`config.mk`:
```
export PLATFORM = sky130hd
export DESIGN_NAME = sss_search_top
export DESIGN_NICKNAME = d
export VERILOG_FILES = /design/src/hw/nr_cell_id_pkg.sv /design/src/hw/sss_corr_pkg.sv /design/src/hw/m_seq_lfsr.sv /design/src/hw/sss_detector.sv /design/src/hw/sss_search_top.sv
export VERILOG_INCLUDE_DIRS = /design/src /design/src/hw
export SDC_FILE = /design/constraint.sdc
export NUM_CORES = 1
export LEC_CHECK = 0
export ABC_AREA = 0
export BUFFER_PORTS_ARGS = -buffer_cell sky130_fd_sc_hd__buf_2
export CAP_MARGIN = 20
export CORE_MARGIN = 1
export CORE_UTILIZATION = 30
export CTS_BUF_LIST = sky130_fd_sc_hd__clkbuf_4
export DETAILED_ROUTE_END_ITERATION = 6
export PLACE_DENSITY = 0.46
export RECOVER_POWER = 25
export SLEW_MARGIN = 20
export SYNTH_ARGS = -nofsm -noshare
export SYNTH_HDL_FRONTEND = slang
export SYNTH_SLANG_ARGS = --single-unit
```
`constraint.sdc`:
```
create_clock -name clk_i -period 8.1 [get_ports clk_i]
set_clock_uncertainty 0.15 [all_clocks]
set_input_delay 0.405 -clock clk_i [delete_from_list [all_inputs] [get_ports clk_i]]
set_output_delay 0.405 -clock clk_i [all_outputs]
set_load 0.01 [all_outputs]
```
`src/hw/nr_sync_defines.svh`:
```
`ifndef NR_SYNC_DEFINES_SVH
`define NR_SYNC_DEFINES_SVH

// length of one SSS sequence in bits
`define SSS_LEN 127

// N_id_1 candidates run from 0 up to this value
`define N_ID_1_MAX 335

// m1 = N_id_1 mod 112, m0 steps by 15 per group of 112 and by 5 per N_id_2
`define M1_PERIOD 112
`define M0_GROUP_STEP 15
`define M0_N2_STEP 5

// m-sequence generators
`define LFSR_WIDTH 7
// x0: x(i+7) = x(i+4) ^ x(i)
`define X0_TAPS 7'h11
// x1: x(i+7) = x(i+1) ^ x(i)
`define X1_TAPS 7'h03
`define LFSR_SEED 7'h01

`endif

```
`src/hw/nr_cell_id_pkg.sv`:
```
`include "nr_sync_defines.svh"

package nr_cell_id_pkg;

    // physical-layer cell identity fields as seen on the ports

    // group index within the cell id, 0 to 335
    typedef logic [$clog2(`N_ID_1_MAX + 1) - 1:0] n_id_1_t;

    // sector index found by the PSS stage, 0 to 2
    typedef logic [1:0] n_id_2_t;

    // index into one 127-entry sequence, also used for cyclic shifts
    typedef logic [$clog2(`SSS_LEN) - 1:0] seq_idx_t;

endpackage

```
`src/hw/sss_corr_pkg.sv`:
```
`include "nr_sync_defines.svh"

package sss_corr_pkg;

    // number of agreeing bits for one candidate, 0 to 127
    typedef logic [$clog2(`SSS_LEN + 1) - 1:0] corr_score_t;

    // detector phase
    typedef enum logic [1:0] {
        CAPTURE,
        COMPARE,
        DECIDE
    } det_state_e;

endpackage

```
`src/hw/m_seq_lfsr.sv`:
```
`timescale 1ns/1ps
`include "nr_sync_defines.svh"

module m_seq_lfsr #(
    parameter logic [`LFSR_WIDTH - 1:0] TAPS = `X0_TAPS,
    parameter logic [`LFSR_WIDTH - 1:0] SEED = `LFSR_SEED
) (
    input  logic clk_i,
    input  logic reset_ni,
    output logic bit_o,
    output logic valid_o
);

    // state[0] holds x(i), state[6] holds x(i+6)
    logic [`LFSR_WIDTH - 1:0] state;
    logic                     feedback;
    logic                     running;

    // next sequence element x(i+7) from the tapped history
    assign feedback = ^(state & TAPS);

    always_ff @(posedge clk_i) begin
        if (!reset_ni) begin
            state   <= SEED;
            running <= 1'b0;
        end else begin
            // first cycle out of reset only raises valid, so x(0) is not skipped
            running <= 1'b1;
            if (running) begin
                // shift toward bit 0, new element enters at the top
                state <= {feedback, state[`LFSR_WIDTH - 1:1]};
            end
        end
    end

    // oldest element of the window is the current sequence bit
    assign bit_o   = state[0];
    assign valid_o = running;

endmodule

```
`src/hw/sss_detector.sv`:
```
`timescale 1ns/1ps
`include "nr_sync_defines.svh"

module sss_detector
    import nr_cell_id_pkg::*;
    import sss_corr_pkg::*;
(
    input  logic    clk_i,
    input  logic    reset_ni,
    input  logic    sss_bit_i,
    input  logic    sss_valid_i,
    input  n_id_2_t n_id_2_i,
    input  logic    n_id_2_valid_i,
    output n_id_1_t n_id_1_o,
    output logic    n_id_1_valid_o
);

    localparam seq_idx_t LAST_IDX = seq_idx_t'(`SSS_LEN - 1);
    localparam seq_idx_t LAST_M1  = seq_idx_t'(`M1_PERIOD - 1);
    localparam n_id_1_t  LAST_ID  = n_id_1_t'(`N_ID_1_MAX);

    // m-sequence generator outputs
    logic x0_bit;
    logic x0_valid;
    logic x1_bit;
    logic x1_valid;

    // received SSS and the two base sequences, index 0 in bit 0
    logic [`SSS_LEN - 1:0] sss_buf;
    logic [`SSS_LEN - 1:0] x0_tab;
    logic [`SSS_LEN - 1:0] x1_tab;

    det_state_e  state;
    seq_idx_t    cap_cnt;
    logic        cap_done;
    seq_idx_t    tab_cnt;
    logic        tab_full;

    // m0 = base + 15 * group, m1 = N_id_1 mod 112
    seq_idx_t    m0_n2;
    seq_idx_t    m0_base;
    seq_idx_t    m0_start;
    seq_idx_t    m0_cur;
    seq_idx_t    m1_cur;
    seq_idx_t    m0_next;
    seq_idx_t    m1_next;
    logic        group_end;

    // compare walk
    seq_idx_t    bit_idx;
    seq_idx_t    rd0;
    seq_idx_t    rd1;
    logic        ref_bit;
    logic        agree;
    corr_score_t score;

    // best candidate so far
    corr_score_t best_score;
    n_id_1_t     cand;
    n_id_1_t     best_id;
    n_id_1_t     winner;
    logic        better;

    logic        cap_take;
    logic        cap_last;
    logic        tab_take;
    logic        tab_last;
    logic        bits_ready;
    logic        tabs_ready;

    // cyclic increment modulo 127
    function automatic seq_idx_t wrap_inc(input seq_idx_t idx);
        seq_idx_t nxt;
        nxt = seq_idx_t'(idx + 1'b1);
        if (idx == LAST_IDX) begin
            nxt = '0;
        end
        return nxt;
    endfunction

    m_seq_lfsr #(
        .TAPS (`X0_TAPS),
        .SEED (`LFSR_SEED)
    ) u_lfsr_x0 (
        .clk_i    (clk_i),
        .reset_ni (reset_ni),
        .bit_o    (x0_bit),
        .valid_o  (x0_valid)
    );

    m_seq_lfsr #(
        .TAPS (`X1_TAPS),
        .SEED (`LFSR_SEED)
    ) u_lfsr_x1 (
        .clk_i    (clk_i),
        .reset_ni (reset_ni),
        .bit_o    (x1_bit),
        .valid_o  (x1_valid)
    );

    // 5 * N_id_2 by lookup
    always_comb begin
        case (n_id_2_i)
            2'd1:    m0_n2 = seq_idx_t'(`M0_N2_STEP);
            2'd2:    m0_n2 = seq_idx_t'(`M0_N2_STEP + `M0_N2_STEP);
            default: m0_n2 = '0;
        endcase
    end

    // a strobe in the same cycle as the last bit still counts
    assign m0_start = n_id_2_valid_i ? m0_n2 : m0_base;

    // capture and table fill conditions
    assign cap_take   = (state == CAPTURE) && sss_valid_i && !cap_done;
    assign cap_last   = cap_take && (cap_cnt == LAST_IDX);
    assign tab_take   = x0_valid && x1_valid && !tab_full;
    assign tab_last   = tab_take && (tab_cnt == LAST_IDX);
    assign bits_ready = cap_done || cap_last;
    assign tabs_ready = tab_full || tab_last;

    // candidate bit n is x0[(n + m0) mod 127] ^ x1[(n + m1) mod 127]
    assign ref_bit = x0_tab[rd0] ^ x1_tab[rd1];
    assign agree   = (sss_buf[bit_idx] == ref_bit);

    // ties keep the lower N_id_1
    assign better = (score > best_score);
    assign winner = better ? cand : best_id;

    // shift update for the next candidate
    assign group_end = (m1_cur == LAST_M1);
    assign m1_next   = group_end ? '0 : seq_idx_t'(m1_cur + 1'b1);
    assign m0_next   = group_end ? seq_idx_t'(m0_cur + `M0_GROUP_STEP) : m0_cur;

    // sequence storage
    always_ff @(posedge clk_i) begin
        if (cap_take) begin
            sss_buf[cap_cnt] <= sss_bit_i;
        end
        if (tab_take) begin
            x0_tab[tab_cnt] <= x0_bit;
            x1_tab[tab_cnt] <= x1_bit;
        end
    end

    always_ff @(posedge clk_i) begin
        if (!reset_ni) begin
            state          <= CAPTURE;
            cap_cnt        <= '0;
            cap_done       <= 1'b0;
            tab_cnt        <= '0;
            tab_full       <= 1'b0;
            m0_base        <= '0;
            m0_cur         <= '0;
            m1_cur         <= '0;
            bit_idx        <= '0;
            rd0            <= '0;
            rd1            <= '0;
            score          <= '0;
            best_score     <= '0;
            cand           <= '0;
            best_id        <= '0;
            n_id_1_o       <= '0;
            n_id_1_valid_o <= 1'b0;
        end else begin
            n_id_1_valid_o <= 1'b0;

            // tables fill once after reset and are then kept
            if (tab_take) begin
                tab_cnt <= seq_idx_t'(tab_cnt + 1'b1);
                if (tab_last) begin
                    tab_full <= 1'b1;
                end
            end

            case (state)
                CAPTURE: begin
                    if (n_id_2_valid_i) begin
                        m0_base <= m0_n2;
                    end
                    if (cap_take) begin
                        cap_cnt <= seq_idx_t'(cap_cnt + 1'b1);
                        if (cap_last) begin
                            cap_done <= 1'b1;
                        end
                    end
                    // start with candidate 0, m1 = 0
                    if (bits_ready && tabs_ready) begin
                        state      <= COMPARE;
                        m0_cur     <= m0_start;
                        m1_cur     <= '0;
                        rd0        <= m0_start;
                        rd1        <= '0;
                        bit_idx    <= '0;
                        score      <= '0;
                        best_score <= '0;
                        cand       <= '0;
                        best_id    <= '0;
                    end
                end

                COMPARE: begin
                    // one bit per cycle, both read pointers wrap at 127
                    if (agree) begin
                        score <= corr_score_t'(score + 1'b1);
                    end
                    rd0 <= wrap_inc(rd0);
                    rd1 <= wrap_inc(rd1);
                    if (bit_idx == LAST_IDX) begin
                        bit_idx <= '0;
                        state   <= DECIDE;
                    end else begin
                        bit_idx <= seq_idx_t'(bit_idx + 1'b1);
                    end
                end

                DECIDE: begin
                    if (better) begin
                        best_score <= score;
                        best_id    <= cand;
                    end
                    if (cand == LAST_ID) begin
                        // all 336 scored, report and rearm capture
                        n_id_1_o       <= winner;
                        n_id_1_valid_o <= 1'b1;
                        state          <= CAPTURE;
                        cap_cnt        <= '0;
                        cap_done       <= 1'b0;
                        score          <= '0;
                        best_score     <= '0;
                        cand           <= '0;
                        m1_cur         <= '0;
                        m0_cur         <= m0_base;
                    end else begin
                        cand   <= n_id_1_t'(cand + 1'b1);
                        m0_cur <= m0_next;
                        m1_cur <= m1_next;
                        rd0    <= m0_next;
                        rd1    <= m1_next;
                        score  <= '0;
                        state  <= COMPARE;
                    end
                end

                default: begin
                    state <= CAPTURE;
                end
            endcase
        end
    end

endmodule

```
`src/hw/sss_search_top.sv`:
```
`timescale 1ns/1ps

module sss_search_top
    import nr_cell_id_pkg::*;
(
    input  logic    clk_i,
    input  logic    reset_ni,
    // hard-decided SSS bits, index 0 first
    input  logic    sss_bit_i,
    input  logic    sss_valid_i,
    // sector id from the PSS stage
    input  n_id_2_t n_id_2_i,
    input  logic    n_id_2_valid_i,
    // detected group id, valid is a one-cycle pulse
    output n_id_1_t n_id_1_o,
    output logic    n_id_1_valid_o
);

    n_id_1_t det_n_id_1;
    logic    det_n_id_1_valid;

    // no extra pipeline stage at this level
    sss_detector u_sss_detector (
        .clk_i          (clk_i),
        .reset_ni       (reset_ni),
        .sss_bit_i      (sss_bit_i),
        .sss_valid_i    (sss_valid_i),
        .n_id_2_i       (n_id_2_i),
        .n_id_2_valid_i (n_id_2_valid_i),
        .n_id_1_o       (det_n_id_1),
        .n_id_1_valid_o (det_n_id_1_valid)
    );

    assign n_id_1_o       = det_n_id_1;
    assign n_id_1_valid_o = det_n_id_1_valid;

endmodule

```
==> key figures, run 1 <==
Outcome
  – Outcome: finished, violations left
  – Failing checks: DRC, capacitance limit, slew limit

CTS
  – Worst-Skew Late Latency: 0.97 ns
  – TritonCTS clock tree: built
  – Root Driver: clkbuf_4
  – TritonCTS Sinks: 498
  – Postcts setup bufs: 0
  – TritonCTS buffer count: 141
  – Maximum root-to-sink buffer count: 3
  – Max H-tree Level: 4
  – Clk slew on worst S/H paths: 0.06 ns

Global route
  – Vias in the first global route: 14820
  – First-pass GRT wire length: 88.15 mm
  – Largest net degree at the start of global routing: 128
  – Initial antenna violation count: 2
  – Total Routing Usage GR: 15.49%
  – Grt total ovfl: 0

Die
  – Die W: 274.5 microns
  – Die area: 75360 sq um
  – Die height: 274.5 microns
  – Num ports: 17
  – Starting density of the core: 30.43%
  – Site row count: 99
  – Core ar.: 73210 sq um

Setup path
  – CP Capture Type: flop
  – FF-to-FF End: u_sss_detector.x0_tab[93]
  – R2R Setup Slk: 3.02 ns
  – RR Startpoint: u_sss_detector.u_lfsr_x0.state[0]
  – Family with the most delay on the worst path: buffers and inverters
  – Worst Path Buf+Inv: 1
  – R2r worst-path depth: 1
  – WP data arrival: 5.02 ns
  – WP data required: 8.04 ns
  – Max Fanout on Critical Path: 103
  – Crit start category: flop
  – CP max-delay cell: clkbuf_1
  – Crit-path cells: clkbuf_1
  – Critical path's largest stage delay: 3.06 ns
  – Setup CP Type: reg2reg

Timing
  – Worst Tran Pin Value: 4.812 ns
  – Final setup fails: 0
  – Achievable frequency: 0.1969 GHz
  – Final min period: 5.078 ns
  – Final period util: 62.69%
  – Fin. max-slew vios: 415
  – Slew HR: -220.8%
  – Hold Fails Final Rpt: 0
  – RSZ-0062 raised after global routing: no
  – Fin Setup TNS: 0 ns

Detailed routing
  – Remaining antenna violation count: 0
  – Total number of vias: 14400
  – 1st-iter DRT viols: 1085
  – Average via count per standard cell: 4.963
  – Drt total wl: 56.93 mm
  – First-pass DRT Iterations: 7
  – Post-route DRC violation count: 3
  – Wire per inst: 19.62 microns

Min path
  – Hold endpoint: u_sss_detector.u_lfsr_x0.state[4]
  – Hold path cells: 2
  – Worst hold path startpoint: u_sss_detector.u_lfsr_x0.state[5]
  – Hold Crit Class: reg2reg

Cells and area
  – Area grow syn2layout: 12.53%
  – Number of fill cells: 7292
  – Share of cells above drive strength 1: 19.70%
  – Fin cells: 2902
  – Nets@finish: 1861
  – Reg area: 13790 sq um
  – Multi-input gate area: 7756 sq um

Synth
  – Ys flop type: edfxtp_1
  – Async SR Flop Fraction: 0%
  – Sequential area share after synthesis: 61.87%
  – Synth warn: 0
  – Yosys cell types: 68
  – Syn Area/Cell: 12.67 sq um
  – Number of flops mapped to enable cells by yosys: 381
  – Post-Synthesis Cells: 1758
  – Cell Area, Synth: 22280 sq um
  – Synthesized net count: 1790
  – #FFs+latches synth: 498

Placement
  – Input/output buffers: 16
  – Placed instance count: 2637
  – Hpwl dp: 33.60 mm
  – Final Wtd Congestion: 0.8014

Run
  – Max Cap Violations: 4

Power and ir drop
  – Total power: 6.075 mW
  – Pwr per Cell Area: 242.3 nW/um^2
  – Peak VDD IR: 0.09844 mV
  – P_leak: 7.775 nW
## flip-flops by register name, indices dropped and copies added (netlist names), 9 cells and up
name / count
u_sss_detector.sss_buf: 127
u_sss_detector.x0_tab: 127
u_sss_detector.cand: 9
u_sss_detector.best_id: 9
u_sss_detector.x1_tab: 127
u_sss_detector.n_id_1_o: 9
## per-layer routing
| layer | share of wire, % | GRT usage (%) |
|---|---|---|
| met5 | 0 | 0 |
| met4 | 2.3 | 6.623 |
| met3 | 4.8 | 3.696 |
| met2 | 47 | 23.78 |
| met1 | 46 | 20.83 |
## worst max-delay path by stage
stage | startpoint | to | cells past startpoint
2_1_floorplan | u_sss_detector.rd1[1] | u_sss_detector.score[4] | 11
5_1_grt | u_sss_detector.u_lfsr_x0.state[0] | u_sss_detector.x0_tab[64] | 1
3_5_place_dp | u_sss_detector.state[1] | u_sss_detector.rd0[2] | 10
6_report | u_sss_detector.u_lfsr_x0.state[0] | u_sss_detector.x0_tab[93] | 1
4_1_cts | u_sss_detector.state[1] | u_sss_detector.rd0[2] | 10
3_3_place_gp | u_sss_detector.state[1] | u_sss_detector.rd0[2] | 10
## cell usage in the layout (no fill, tap or decap), types with 7 or more instances in the layout
master         instances
xor2_1                21
mux2i_1               63
nor2b_1               24
nor3b_1                8
dfxtp_1              112
and3_1                11
nor4_1                11
xnor2_1               20
nand3_1               56
clkinv_1              28
clkbuf_4             213
a22oi_1               24
o211ai_1              14
a21oi_1               41
or3_1                 11
or2_2                 11
nand2_1              100
inv_1                 31
mux2_2                14
o21ai_1                7
nand3b_1              10
buf_4                 19
dlygate4sd3_1          8
nand4_1               21
ha_1                  25
a31oi_1                9
buf_2                 15
nor3_1                20
edfxtp_1             381
nand2b_1              13
o22ai_1               10
mux4_2                83
nor2_1               372
a211oi_1              22
o21ai_0               24
## area by class of cell
| type | count | area share, % |
|---|---|---|
| diodes | 4 | 0.03992 |
| clock buffers | 213 | 6.378 |
| clock inverters | 40 | 1.103 |
| inverters | 33 | 0.4941 |
| multi-input cells | 1108 | 30.94 |
| flip-flops and latches | 498 | 55.00 |
| well taps | 959 | 4.786 |
| repair buffers | 47 | 1.263 |
## power by group
part	total [mW]	internal, mW	switching [mW]
logic	0.796	0.267	0.529
registers	2.87	2.80	0.0688
clock network	2.41	1.33	1.08
## kinds of logic after synthesis
| kind of cell | share of synthesized area, % |
|---|---|
| buffers and inverters | 3.319 |
| XOR/XNOR | 1.758 |
| multiplexers | 11.98 |
| adder cells (fa/ha/maj) | 1.404 |
| AO/OA/AOI/OAI | 5.565 |
| AND/OR/NAND/NOR | 14.11 |
| flip-flops | 61.87 |
## cell usage after synthesis, types with 3 or more instances
library cell,n,area [sq um]
buf_6,16,180.2
edfxtp_1,381,11440
nand2b_1,13,81.33
a21oi_1,41,205.2
a31oi_1,9,56.30
nand3b_1,10,75.07
mux4_2,83,1869
dfxtp_1,117,2342
o211ai_1,14,105.1
mux2_2,14,157.7
xor2_1,21,183.9
o221ai_1,4,35.03
buf_2,17,85.08
o22ai_1,10,62.56
inv_1,31,116.4
nor4_1,11,68.82
nand3_1,56,280.3
o21ai_0,25,125.1
and3_1,11,68.82
nand4_1,21,131.4
and2_1,5,31.28
nand4b_1,4,35.03
nor2_1,372,1396
nand2_1,100,375.4
nor3b_1,8,60.06
nor2b_1,24,150.1
clkbuf_1,75,281.5
ha_1,25,312.8
mux2i_1,63,630.6
o311ai_1,5,43.79
o2111ai_1,4,35.03
a211oi_1,22,165.2
buf_4,3,22.52
buf_1,7,26.28
o21ai_1,6,30.03
nor3_1,20,100.1
or4_1,4,30.03
or2_2,11,68.82
xnor2_1,20,175.2
or3_1,11,68.82
a22oi_1,24,180.2
a2111oi_0,4,35.03
a211o_1,4,35.03
## stage by stage
stage	hold WS (ns)	util, %	instance area [sq um]	setup WS, ns
3_5_place_dp	0.3259	31.60	23130	3.880
6_report	0.3172	34.25	25070	3.022
3_3_place_gp	0.3113	31.60	23130	3.947
2_1_floorplan	0.2827	-	22280	5.051
4_1_cts	0.08576	34.25	25080	3.828
5_1_grt	0.3610	34.24	25070	2.369
## timing repair
action / CTS / global route
endpoints found under the hold margin: 37 / 19
resized for setup: 0 / 0
endpoints found under the setup margin: 0 / 0
hold buffers: 7 / 1
Note: power is estimated with default switching activity, not from simulation.
==> run 2: changes to the inputs <==
--- a/config.mk
+++ b/config.mk
@@ -6,14 +6,14 @@
 export SDC_FILE = /design/constraint.sdc
 export NUM_CORES = 1
 export LEC_CHECK = 0
-export ABC_AREA = 0
+export ABC_AREA = 1
 export BUFFER_PORTS_ARGS = -buffer_cell sky130_fd_sc_hd__buf_2
 export CAP_MARGIN = 20
 export CORE_MARGIN = 1
 export CORE_UTILIZATION = 30
 export CTS_BUF_LIST = sky130_fd_sc_hd__clkbuf_4
 export DETAILED_ROUTE_END_ITERATION = 6
-export PLACE_DENSITY = 0.46
+export PLACE_DENSITY = 0.47
 export RECOVER_POWER = 25
 export SLEW_MARGIN = 20
 export SYNTH_ARGS = -nofsm -noshare
==> constraint.sdc (replaced) <==
create_clock -name clk_i -period 4.25 [get_ports clk_i]
set_clock_uncertainty 0.15 [all_clocks]
set_input_delay 0.2125 -clock clk_i [delete_from_list [all_inputs] [get_ports clk_i]]
set_output_delay 0.2125 -clock clk_i [all_outputs]
set_load 0.01 [all_outputs]
==> run 2 against run 1 <==
Compared with the run above:
- the flow finishes with violations (capacitance limit, slew limit)
- clock power grew 85%
- first-iteration DRC count grew 21%
- synthesized area grew 4.2%
- die area grew 4.1%
- critical path type is now in2reg
- highest routed layer unchanged
==> key figures, run 2 <==
Outcome
  – Outcome: finished, violations left (unchanged)
  – Failing checks: capacitance limit, slew limit (was DRC, capacitance limit, slew limit)

Detailed routing
  – Max Used Layer: met4 (unchanged)
  – DR WL met3: 4.389 mm (was 2.746 mm)
  – 1st-iter DRT viols: 1308 (was 1085)
  – M1 wire length: 31.46 mm (was 26.35 mm)
  – Routed met2 length: 33.15 mm (was 26.52 mm)
  – Drt total wl: 70.82 mm (was 56.93 mm)
  – Post-route DRC violation count: 0 (was 3)
  – Wire per inst: 18.25 microns (was 19.62 microns)
  – Remaining antenna violation count: 0 (unchanged)
  – First-pass DRT Iterations: 6 (was 7)
  – Average via count per standard cell: 4.806 (was 4.963)
  – Total number of vias: 18650 (was 14400)

Min path
  – Hold path cells: 6 (was 2)
  – Hold Crit Class: in2reg (was reg2reg)

Cells and area
  – Number of fill cells: 7938 (was 7292)
  – Commonest non-fill, non-tap cell in the layout: nand2_1 (was edfxtp_1)
  – Registers with the most flip-flops: u_sss_detector.sss_buf: 127 flops, u_sss_detector.x0_tab: 127 flops, u_sss_detector.x1_tab: 127 flops (unchanged)
  – Share of cells above drive strength 1: 11.24% (was 19.70%)
  – Final Util: 34.55% (was 34.25%)
  – Area grow syn2layout: 13.44% (was 12.53%)
  – Multi-input gate area: 7818 sq um (was 7756 sq um)
  – Design area: 26330 sq um (was 25070 sq um)
  – Most frequent cells in the layout: nand2_1, nor2_1, edfxtp_1 (was edfxtp_1, nor2_1, clkbuf_4)
  – Reg area: 13790 sq um (about the same)
  – Nets@finish: 2778 (was 1861)

Setup path
  – WP data required: 4.94 ns (was 8.04 ns)
  – Family with the most delay on the worst path: buffers and inverters (unchanged)
  – Setup CP Type: in2reg (was reg2reg)
  – CP Capture Type: flop (unchanged)
  – WP data arrival: 4.33 ns (was 5.02 ns)
  – Crit start category: input port (was flop)
  – R2r worst-path depth: 15 (was 1)
  – R2R Setup Slk: 0.64 ns (was 3.02 ns)
  – Critical path depth: 7 (was 1)
  – CP max-delay cell: clkbuf_1 (unchanged)
  – Worst Path Buf+Inv: 6 (was 1)
  – Critical path's largest stage delay: 1.74 ns (was 3.06 ns)
  – Max Fanout on Critical Path: 47 (was 103)
  – Crit-path cells: dlygate4sd3_1, dlygate4sd3_1, clkbuf_1, inv_1, clkbuf_1, a21oi_1, dlygate4sd3_1 (was clkbuf_1)
  – Most common cell on crit path: dlygate4sd3_1

Global route
  – Initial antenna violation count: 2 (unchanged)
  – Grt total ovfl: 0 (unchanged)
  – First-pass GRT wire length: 109.6 mm (was 88.15 mm)
  – Vias in the first global route: 18720 (was 14820)
  – Largest net degree at the start of global routing: 66 (was 128)
  – Total Routing Usage GR: 18.22% (was 15.49%)

Synth
  – Syn Area/Cell: 8.814 sq um (was 12.67 sq um)
  – Async SR Flop Fraction: 0% (unchanged)
  – Post-synthesis adder-cell area fraction: 1.348% (was 1.404%)
  – Synth Area in XOR/XNOR: 0.4906% (was 1.758%)
  – Post-synth top area cell: edfxtp_1 (unchanged)
  – Most common cell in the synthesized netlist: nand2_1 (was edfxtp_1)
  – Post-synthesis compound-gate area fraction: 6.200% (was 5.566%)
  – Number of flops mapped to enable cells by yosys: 381 (unchanged)
  – Post-Synthesis Cells: 2633 (was 1758)
  – Ys flop type: edfxtp_1 (unchanged)
  – Yosys top cell area share: 49.30% (was 51.35%)
  – Area contributors post-synth: edfxtp_1, nand2_1, dfxtp_1, nor2_1, inv_1 (was edfxtp_1, dfxtp_1, mux4_2, nor2_1, mux2i_1)
  – Yosys cell types: 50 (was 68)
  – Largest family of logic cells by synthesized area: simple AND/OR/NAND/NOR gates (unchanged)
  – Mux contribution to synthesized area: 0% (was 11.98%)
  – Synthesized net count: 2665 (was 1790)
  – Cell Area, Synth: 23210 sq um (was 22280 sq um)
  – Synth warn: 0 (unchanged)
  – Post-Synth Simple-Gate Area: 25.65% (was 14.11%)
  – Most frequent cells after synthesis: nand2_1, nor2_1, edfxtp_1 (was edfxtp_1, nor2_1, dfxtp_1)
  – #FFs+latches synth: 498 (unchanged)
  – Sequential area share after synthesis: 59.39% (was 61.87%)

CTS
  – Hold_buf cts: 13 (was 7)
  – TritonCTS clock tree: built (unchanged)
  – Clk slew on worst S/H paths: 0.06 ns (about the same)
  – Postcts setup bufs: 0 (unchanged)
  – TritonCTS Sinks: 498 (unchanged)
  – Post-cts resize count: 0 (unchanged)
  – Max H-tree Level: 4 (unchanged)
  – Root Driver: clkbuf_4 (unchanged)
  – TritonCTS buffer count: 144 (was 141)
  – Maximum root-to-sink buffer count: 3 (unchanged)
  – Worst-Skew Late Latency: 0.99 ns (was 0.97 ns)

Placement
  – Final Wtd Congestion: 0.8675 (was 0.8014)
  – Dpl cell area: 24400 sq um (was 23130 sq um)
  – Input/output buffers: 16 (unchanged)
  – Hpwl dp: 44.04 mm (was 33.60 mm)

Timing
  – Worst Tran Pin Value: 2.447 ns (was 4.812 ns)
  – Hold_ws: 0.1632 ns (was 0.3172 ns)
  – Slew HR: -63.10% (was -220.8%)
  – Hold Fails Final Rpt: 0 (unchanged)
  – Fin Setup TNS: 0 ns (unchanged)
  – Final setup fails: 0 (unchanged)
  – Final period util: 85.49%
  – RSZ-0062 raised after global routing: no (unchanged)
  – Final min period: 3.633 ns
  – Achievable frequency: 0.2752 GHz
  – Fin. max-slew vios: 217 (was 415)

Run
  – Max Cap Violations: 4 (unchanged)

Die
  – Die W: 280.1 microns (was 274.5 microns)
  – Core ar.: 76200 sq um (was 73210 sq um)
  – Starting density of the core: 30.45% (was 30.43%)
  – Site row count: 101 (was 99)
  – Num ports: 17 (unchanged)
  – Die height: 280.1 microns (was 274.5 microns)
  – Die area: 78470 sq um (was 75360 sq um)

Power and ir drop
  – Pwr per Cell Area: 380.4 nW/um^2 (was 242.3 nW/um^2)
  – P_leak: 9.970 nW (was 7.775 nW)
  – Peak VDD IR: 0.2239 mV (was 0.09844 mV)
-- run 2: layer usage --
metal / track usage (%) / vias up
met4: 6.810 / 0
met3: 3.447 / 136
li1: - / 8960
met1: 24.04 / 8935
met5: 0 / -
met2: 29.55 / 622
-- run 2: power by group --
part	switching (mW)	leakage, nW	internal [mW]
Sequential	0.0362	4.36	5.28
Clock	2.20	1.07	2.27
Combinational	0.184	4.54	0.0495
-- run 2: cell families after synthesis --
logic type      after synthesis
fa+ha+maj                    25
simple gates               1450
buf+inv                     387
flops                       498
compound gates              260
xor+xnor                     13
-- run 2: through the flow --
stage	setup slack, ns	power (mW)	cells
after floorplan	1.711	5.516	2633
final	0.6166	10.01	3881
after detailed placement	0.7194	5.641	3617
after global routing	0.3911	10.43	3881
after global placement	0.7257	5.637	3617
after CTS	0.7168	10.16	3878
-- run 2: worst min-delay path, delay by kind of cell --
kind | cells | cell delay (ns)
AND/OR/NAND/NOR | 3 | 0.21
AO/OA/AOI/OAI | 1 | 0.06
buffers and inverters | 2 | 0.74
-- run 2: final cells by class --
cell class	instances	share of cell area, %
sequential	498	52.37
multi-input combinational	1748	29.70
clock buffer	207	5.903
tap	1030	4.895
inverter	281	4.054
timing repair buffer	73	2.087
clock inverter	41	0.9696
antenna	3	0.02852
-- run 2: path summary, 6_finish.rpt --
| path | from | endpoint |
|---|---|---|
| worst max-delay path | reset_ni | u_sss_detector.m0_base[3] |
| worst min-delay path | n_id_2_valid_i | u_sss_detector.m0_base[0] |
| worst max register to register | u_sss_detector.rd1[2] | u_sss_detector.score[0] |
| worst min register to register | u_sss_detector.u_lfsr_x1.state[6] | u_sss_detector.u_lfsr_x1.state[5] |
==> run 3: changes to the inputs <==
--- a/config.mk
+++ b/config.mk
@@ -6,7 +6,6 @@
 export SDC_FILE = /design/constraint.sdc
 export NUM_CORES = 1
 export LEC_CHECK = 0
-export ABC_AREA = 1
 export BUFFER_PORTS_ARGS = -buffer_cell sky130_fd_sc_hd__buf_2
 export CAP_MARGIN = 20
 export CORE_MARGIN = 1
==> run 3 against run 2 <==
Compared with the run above:
- the flow still finishes with violations (capacitance limit, slew limit)
- critical path depth increased by 1
- core utilization shrank 0.17 points
- sequential power increased by 4.7%
- clock power is 4% lower
- design area is 4.4% lower
- register-to-register slack got worse by 0.42 ns
- setup slack worse by 0.40 ns
- cell count down 25%
- global-route usage fell by 2.7 points
==> key figures, run 3 (synthesized netlist as in run 1, its figures left out) <==
Outcome
  – Outcome: finished, violations left (unchanged)
  – Failing checks: capacitance limit, slew limit (unchanged)

CTS
  – Clk slew on worst S/H paths: 0.06 ns (about the same)
  – Post-cts resize count: 0 (unchanged)
  – TritonCTS buffer count: 140 (was 144)
  – Root Driver: clkbuf_4 (unchanged)
  – Max H-tree Level: 4 (unchanged)
  – TritonCTS clock tree: built (unchanged)
  – Worst-Skew Late Latency: 0.94 ns (was 0.99 ns)
  – Hold_buf cts: 10 (was 13)
  – TritonCTS Sinks: 498 (unchanged)
  – Maximum root-to-sink buffer count: 3 (unchanged)
  – Postcts setup bufs: 0 (unchanged)

Min path
  – Hold path cells: 6 (unchanged)
  – Hold Crit Class: in2reg (unchanged)
  – Hold endpoint: u_sss_detector.m0_base[1] (was u_sss_detector.m0_base[0])
  – Worst hold path startpoint: n_id_2_i[0] (was n_id_2_valid_i)

Detailed routing
  – DR WL met3: 2.806 mm (was 4.389 mm)
  – Max Used Layer: met5 (was met4)
  – Average via count per standard cell: 4.984 (was 4.806)
  – Remaining antenna violation count: 0 (unchanged)
  – M1 wire length: 25.98 mm (was 31.46 mm)
  – 1st-iter DRT viols: 1099 (was 1308)
  – Wire per inst: 19.70 microns (was 18.25 microns)
  – Post-route DRC violation count: 0 (unchanged)
  – Routed met2 length: 27.46 mm (was 33.15 mm)
  – Drt total wl: 57.49 mm (was 70.82 mm)
  – Total number of vias: 14540 (was 18650)
  – First-pass DRT Iterations: 5 (was 6)

Cells and area
  – Nets@finish: 1886 (was 2778)
  – Design area: 25170 sq um (was 26330 sq um)
  – Share of cells above drive strength 1: 20.39% (was 11.24%)
  – Fin cells: 2918 (was 3881)
  – Commonest non-fill, non-tap cell in the layout: edfxtp_1 (was nand2_1)
  – Area grow syn2layout: 12.96% (was 13.44%)
  – Multi-input gate area: 7759 sq um (was 7818 sq um)
  – Reg area: 13790 sq um (about the same)
  – Most frequent cells in the layout: edfxtp_1, nor2_1, clkbuf_4 (was nand2_1, nor2_1, edfxtp_1)
  – Number of fill cells: 7254 (was 7938)
  – Registers with the most flip-flops: u_sss_detector.sss_buf: 127 flops, u_sss_detector.x0_tab: 127 flops, u_sss_detector.x1_tab: 127 flops (unchanged)

Setup path
  – R2r worst-path depth: 8 (was 15)
  – R2R Setup Slk: 0.22 ns (was 0.64 ns)
  – Worst Setup SP: u_sss_detector.rd1[0] (was reset_ni)
  – RR Startpoint: u_sss_detector.rd1[0] (was u_sss_detector.rd1[2])
  – Max Fanout on Critical Path: 19 (was 47)
  – WP data arrival: 4.71 ns (was 4.33 ns)
  – Setup CP Type: reg2reg (was in2reg)
  – FF-to-FF End: u_sss_detector.score[4] (was u_sss_detector.score[0])
  – WP data required: 4.93 ns (was 4.94 ns)
  – CP Capture Type: flop (unchanged)
  – Crit start category: flop (was input port)

Global route
  – Grt total ovfl: 0 (unchanged)
  – Initial antenna violation count: 3 (was 2)
  – Largest net degree at the start of global routing: 103 (was 66)
  – First-pass GRT wire length: 88.49 mm (was 109.6 mm)
  – Vias in the first global route: 14950 (was 18720)
  – Total Routing Usage GR: 15.54% (was 18.22%)

Timing
  – Fin Setup TNS: 0 ns (unchanged)
  – Final period util: 94.86% (was 85.49%)
  – Final min period: 4.032 ns (was 3.633 ns)
  – Fin. max-slew vios: 322 (was 217)
  – Achievable frequency: 0.2480 GHz (was 0.2752 GHz)
  – Hold Fails Final Rpt: 0 (unchanged)
  – Final setup fails: 0 (unchanged)
  – Slew HR: -48.30% (was -63.10%)
  – PnR worst setup slack: 0.2185 ns (was 0.6166 ns)
  – Hold_ws: 0.3181 ns (was 0.1632 ns)
  – RSZ-0062 raised after global routing: no (unchanged)
  – Worst Tran Pin Value: 2.225 ns (was 2.447 ns)

Die
  – Starting density of the core: 30.43% (was 30.45%)
  – Die area: 75360 sq um (was 78470 sq um)
  – Core ar.: 73210 sq um (was 76200 sq um)
  – Site row count: 99 (was 101)
  – Die W: 274.5 microns (was 280.1 microns)
  – Num ports: 17 (unchanged)
  – Die height: 274.5 microns (was 280.1 microns)

Placement
  – Dpl cell area: 23350 sq um (was 24400 sq um)
  – Hpwl dp: 35.89 mm (was 44.04 mm)
  – Final Wtd Congestion: 0.8213 (was 0.8675)
  – Placed instance count: 2661 (was 3617)
  – Pre-CTS setup slack: 0.2625 ns (was 0.7194 ns)
  – Input/output buffers: 16 (unchanged)

Power and ir drop
  – Peak VDD IR: 0.2013 mV (was 0.2239 mV)
  – P_leak: 7.838 nW (was 9.970 nW)
  – Pwr per Cell Area: 449.8 nW/um^2 (was 380.4 nW/um^2)

Run
  – Max Cap Violations: 6 (was 4)
run 3: cell count changes in the layout (fill, tap and decap cells not counted), sizes merged, moves of 24 or more:
cell / change
nand2: -609
nor2b: +24
inv: -243
a22oi: +24
o21ai: -68
nor2: -101
nand3: -110
a21oi: -67
mux2i: +63
mux4: +83
run 3: how the worst max path moves through the flow:
stage / to / slack (ns) / depth (start not counted)
floorplan: u_sss_detector.score[4] / 1.20 / 11
global placement: u_sss_detector.score[4] / 0.27 / 9
detailed placement: u_sss_detector.score[4] / 0.26 / 9
CTS: u_sss_detector.score[4] / 0.21 / 9
global route: u_sss_detector.score[1] / 0.05 / 10
finish: u_sss_detector.score[4] / 0.22 / 8
run 3: area by class of cell:
type / count / share of cell area (%)
clock inverter: 45 / 0.9198
sequential: 498 / 54.80
antenna: 2 / 0.01989
multi-input combinational: 1108 / 30.83
clock buffer: 200 / 5.966
inverter: 33 / 0.4922
tap: 959 / 4.768
timing repair buffer: 73 / 2.203
run 3: critical path, stage by stage (launching register included):
cell     delay (ns)
dfxtp_2        0.81
buf_4          0.35
mux4_2         0.53
mux4_2         0.53
o21ai_0        0.28
o32ai_1        0.25
xnor2_2        0.28
or4_1          0.55
a31oi_1        0.16
run 3: through the flow:
| stage | power, mW | utilization (%) |
|---|---|---|
| 3_5_place_dp | 7.146 | 31.90 |
| 5_1_grt | 11.88 | 34.38 |
| 2_1_floorplan | 6.650 | - |
| 3_3_place_gp | 7.128 | 31.89 |
| 4_1_cts | 11.50 | 34.40 |
| 6_report | 11.32 | 34.38 |
run 3: report_power, final:
group	switching (mW)	internal [mW]
registers	0.233	5.32
logic	0.918	0.567
clock network	2.09	2.19
total	3.24	8.08
run 3: per-layer routing:
layer  GRT usage, %  vias to the layer above
met5              0                        -
met4          5.906                        2
met3          3.888                      104
met2          24.95                      358
met1          20.14                     7287
li1               -                     6791
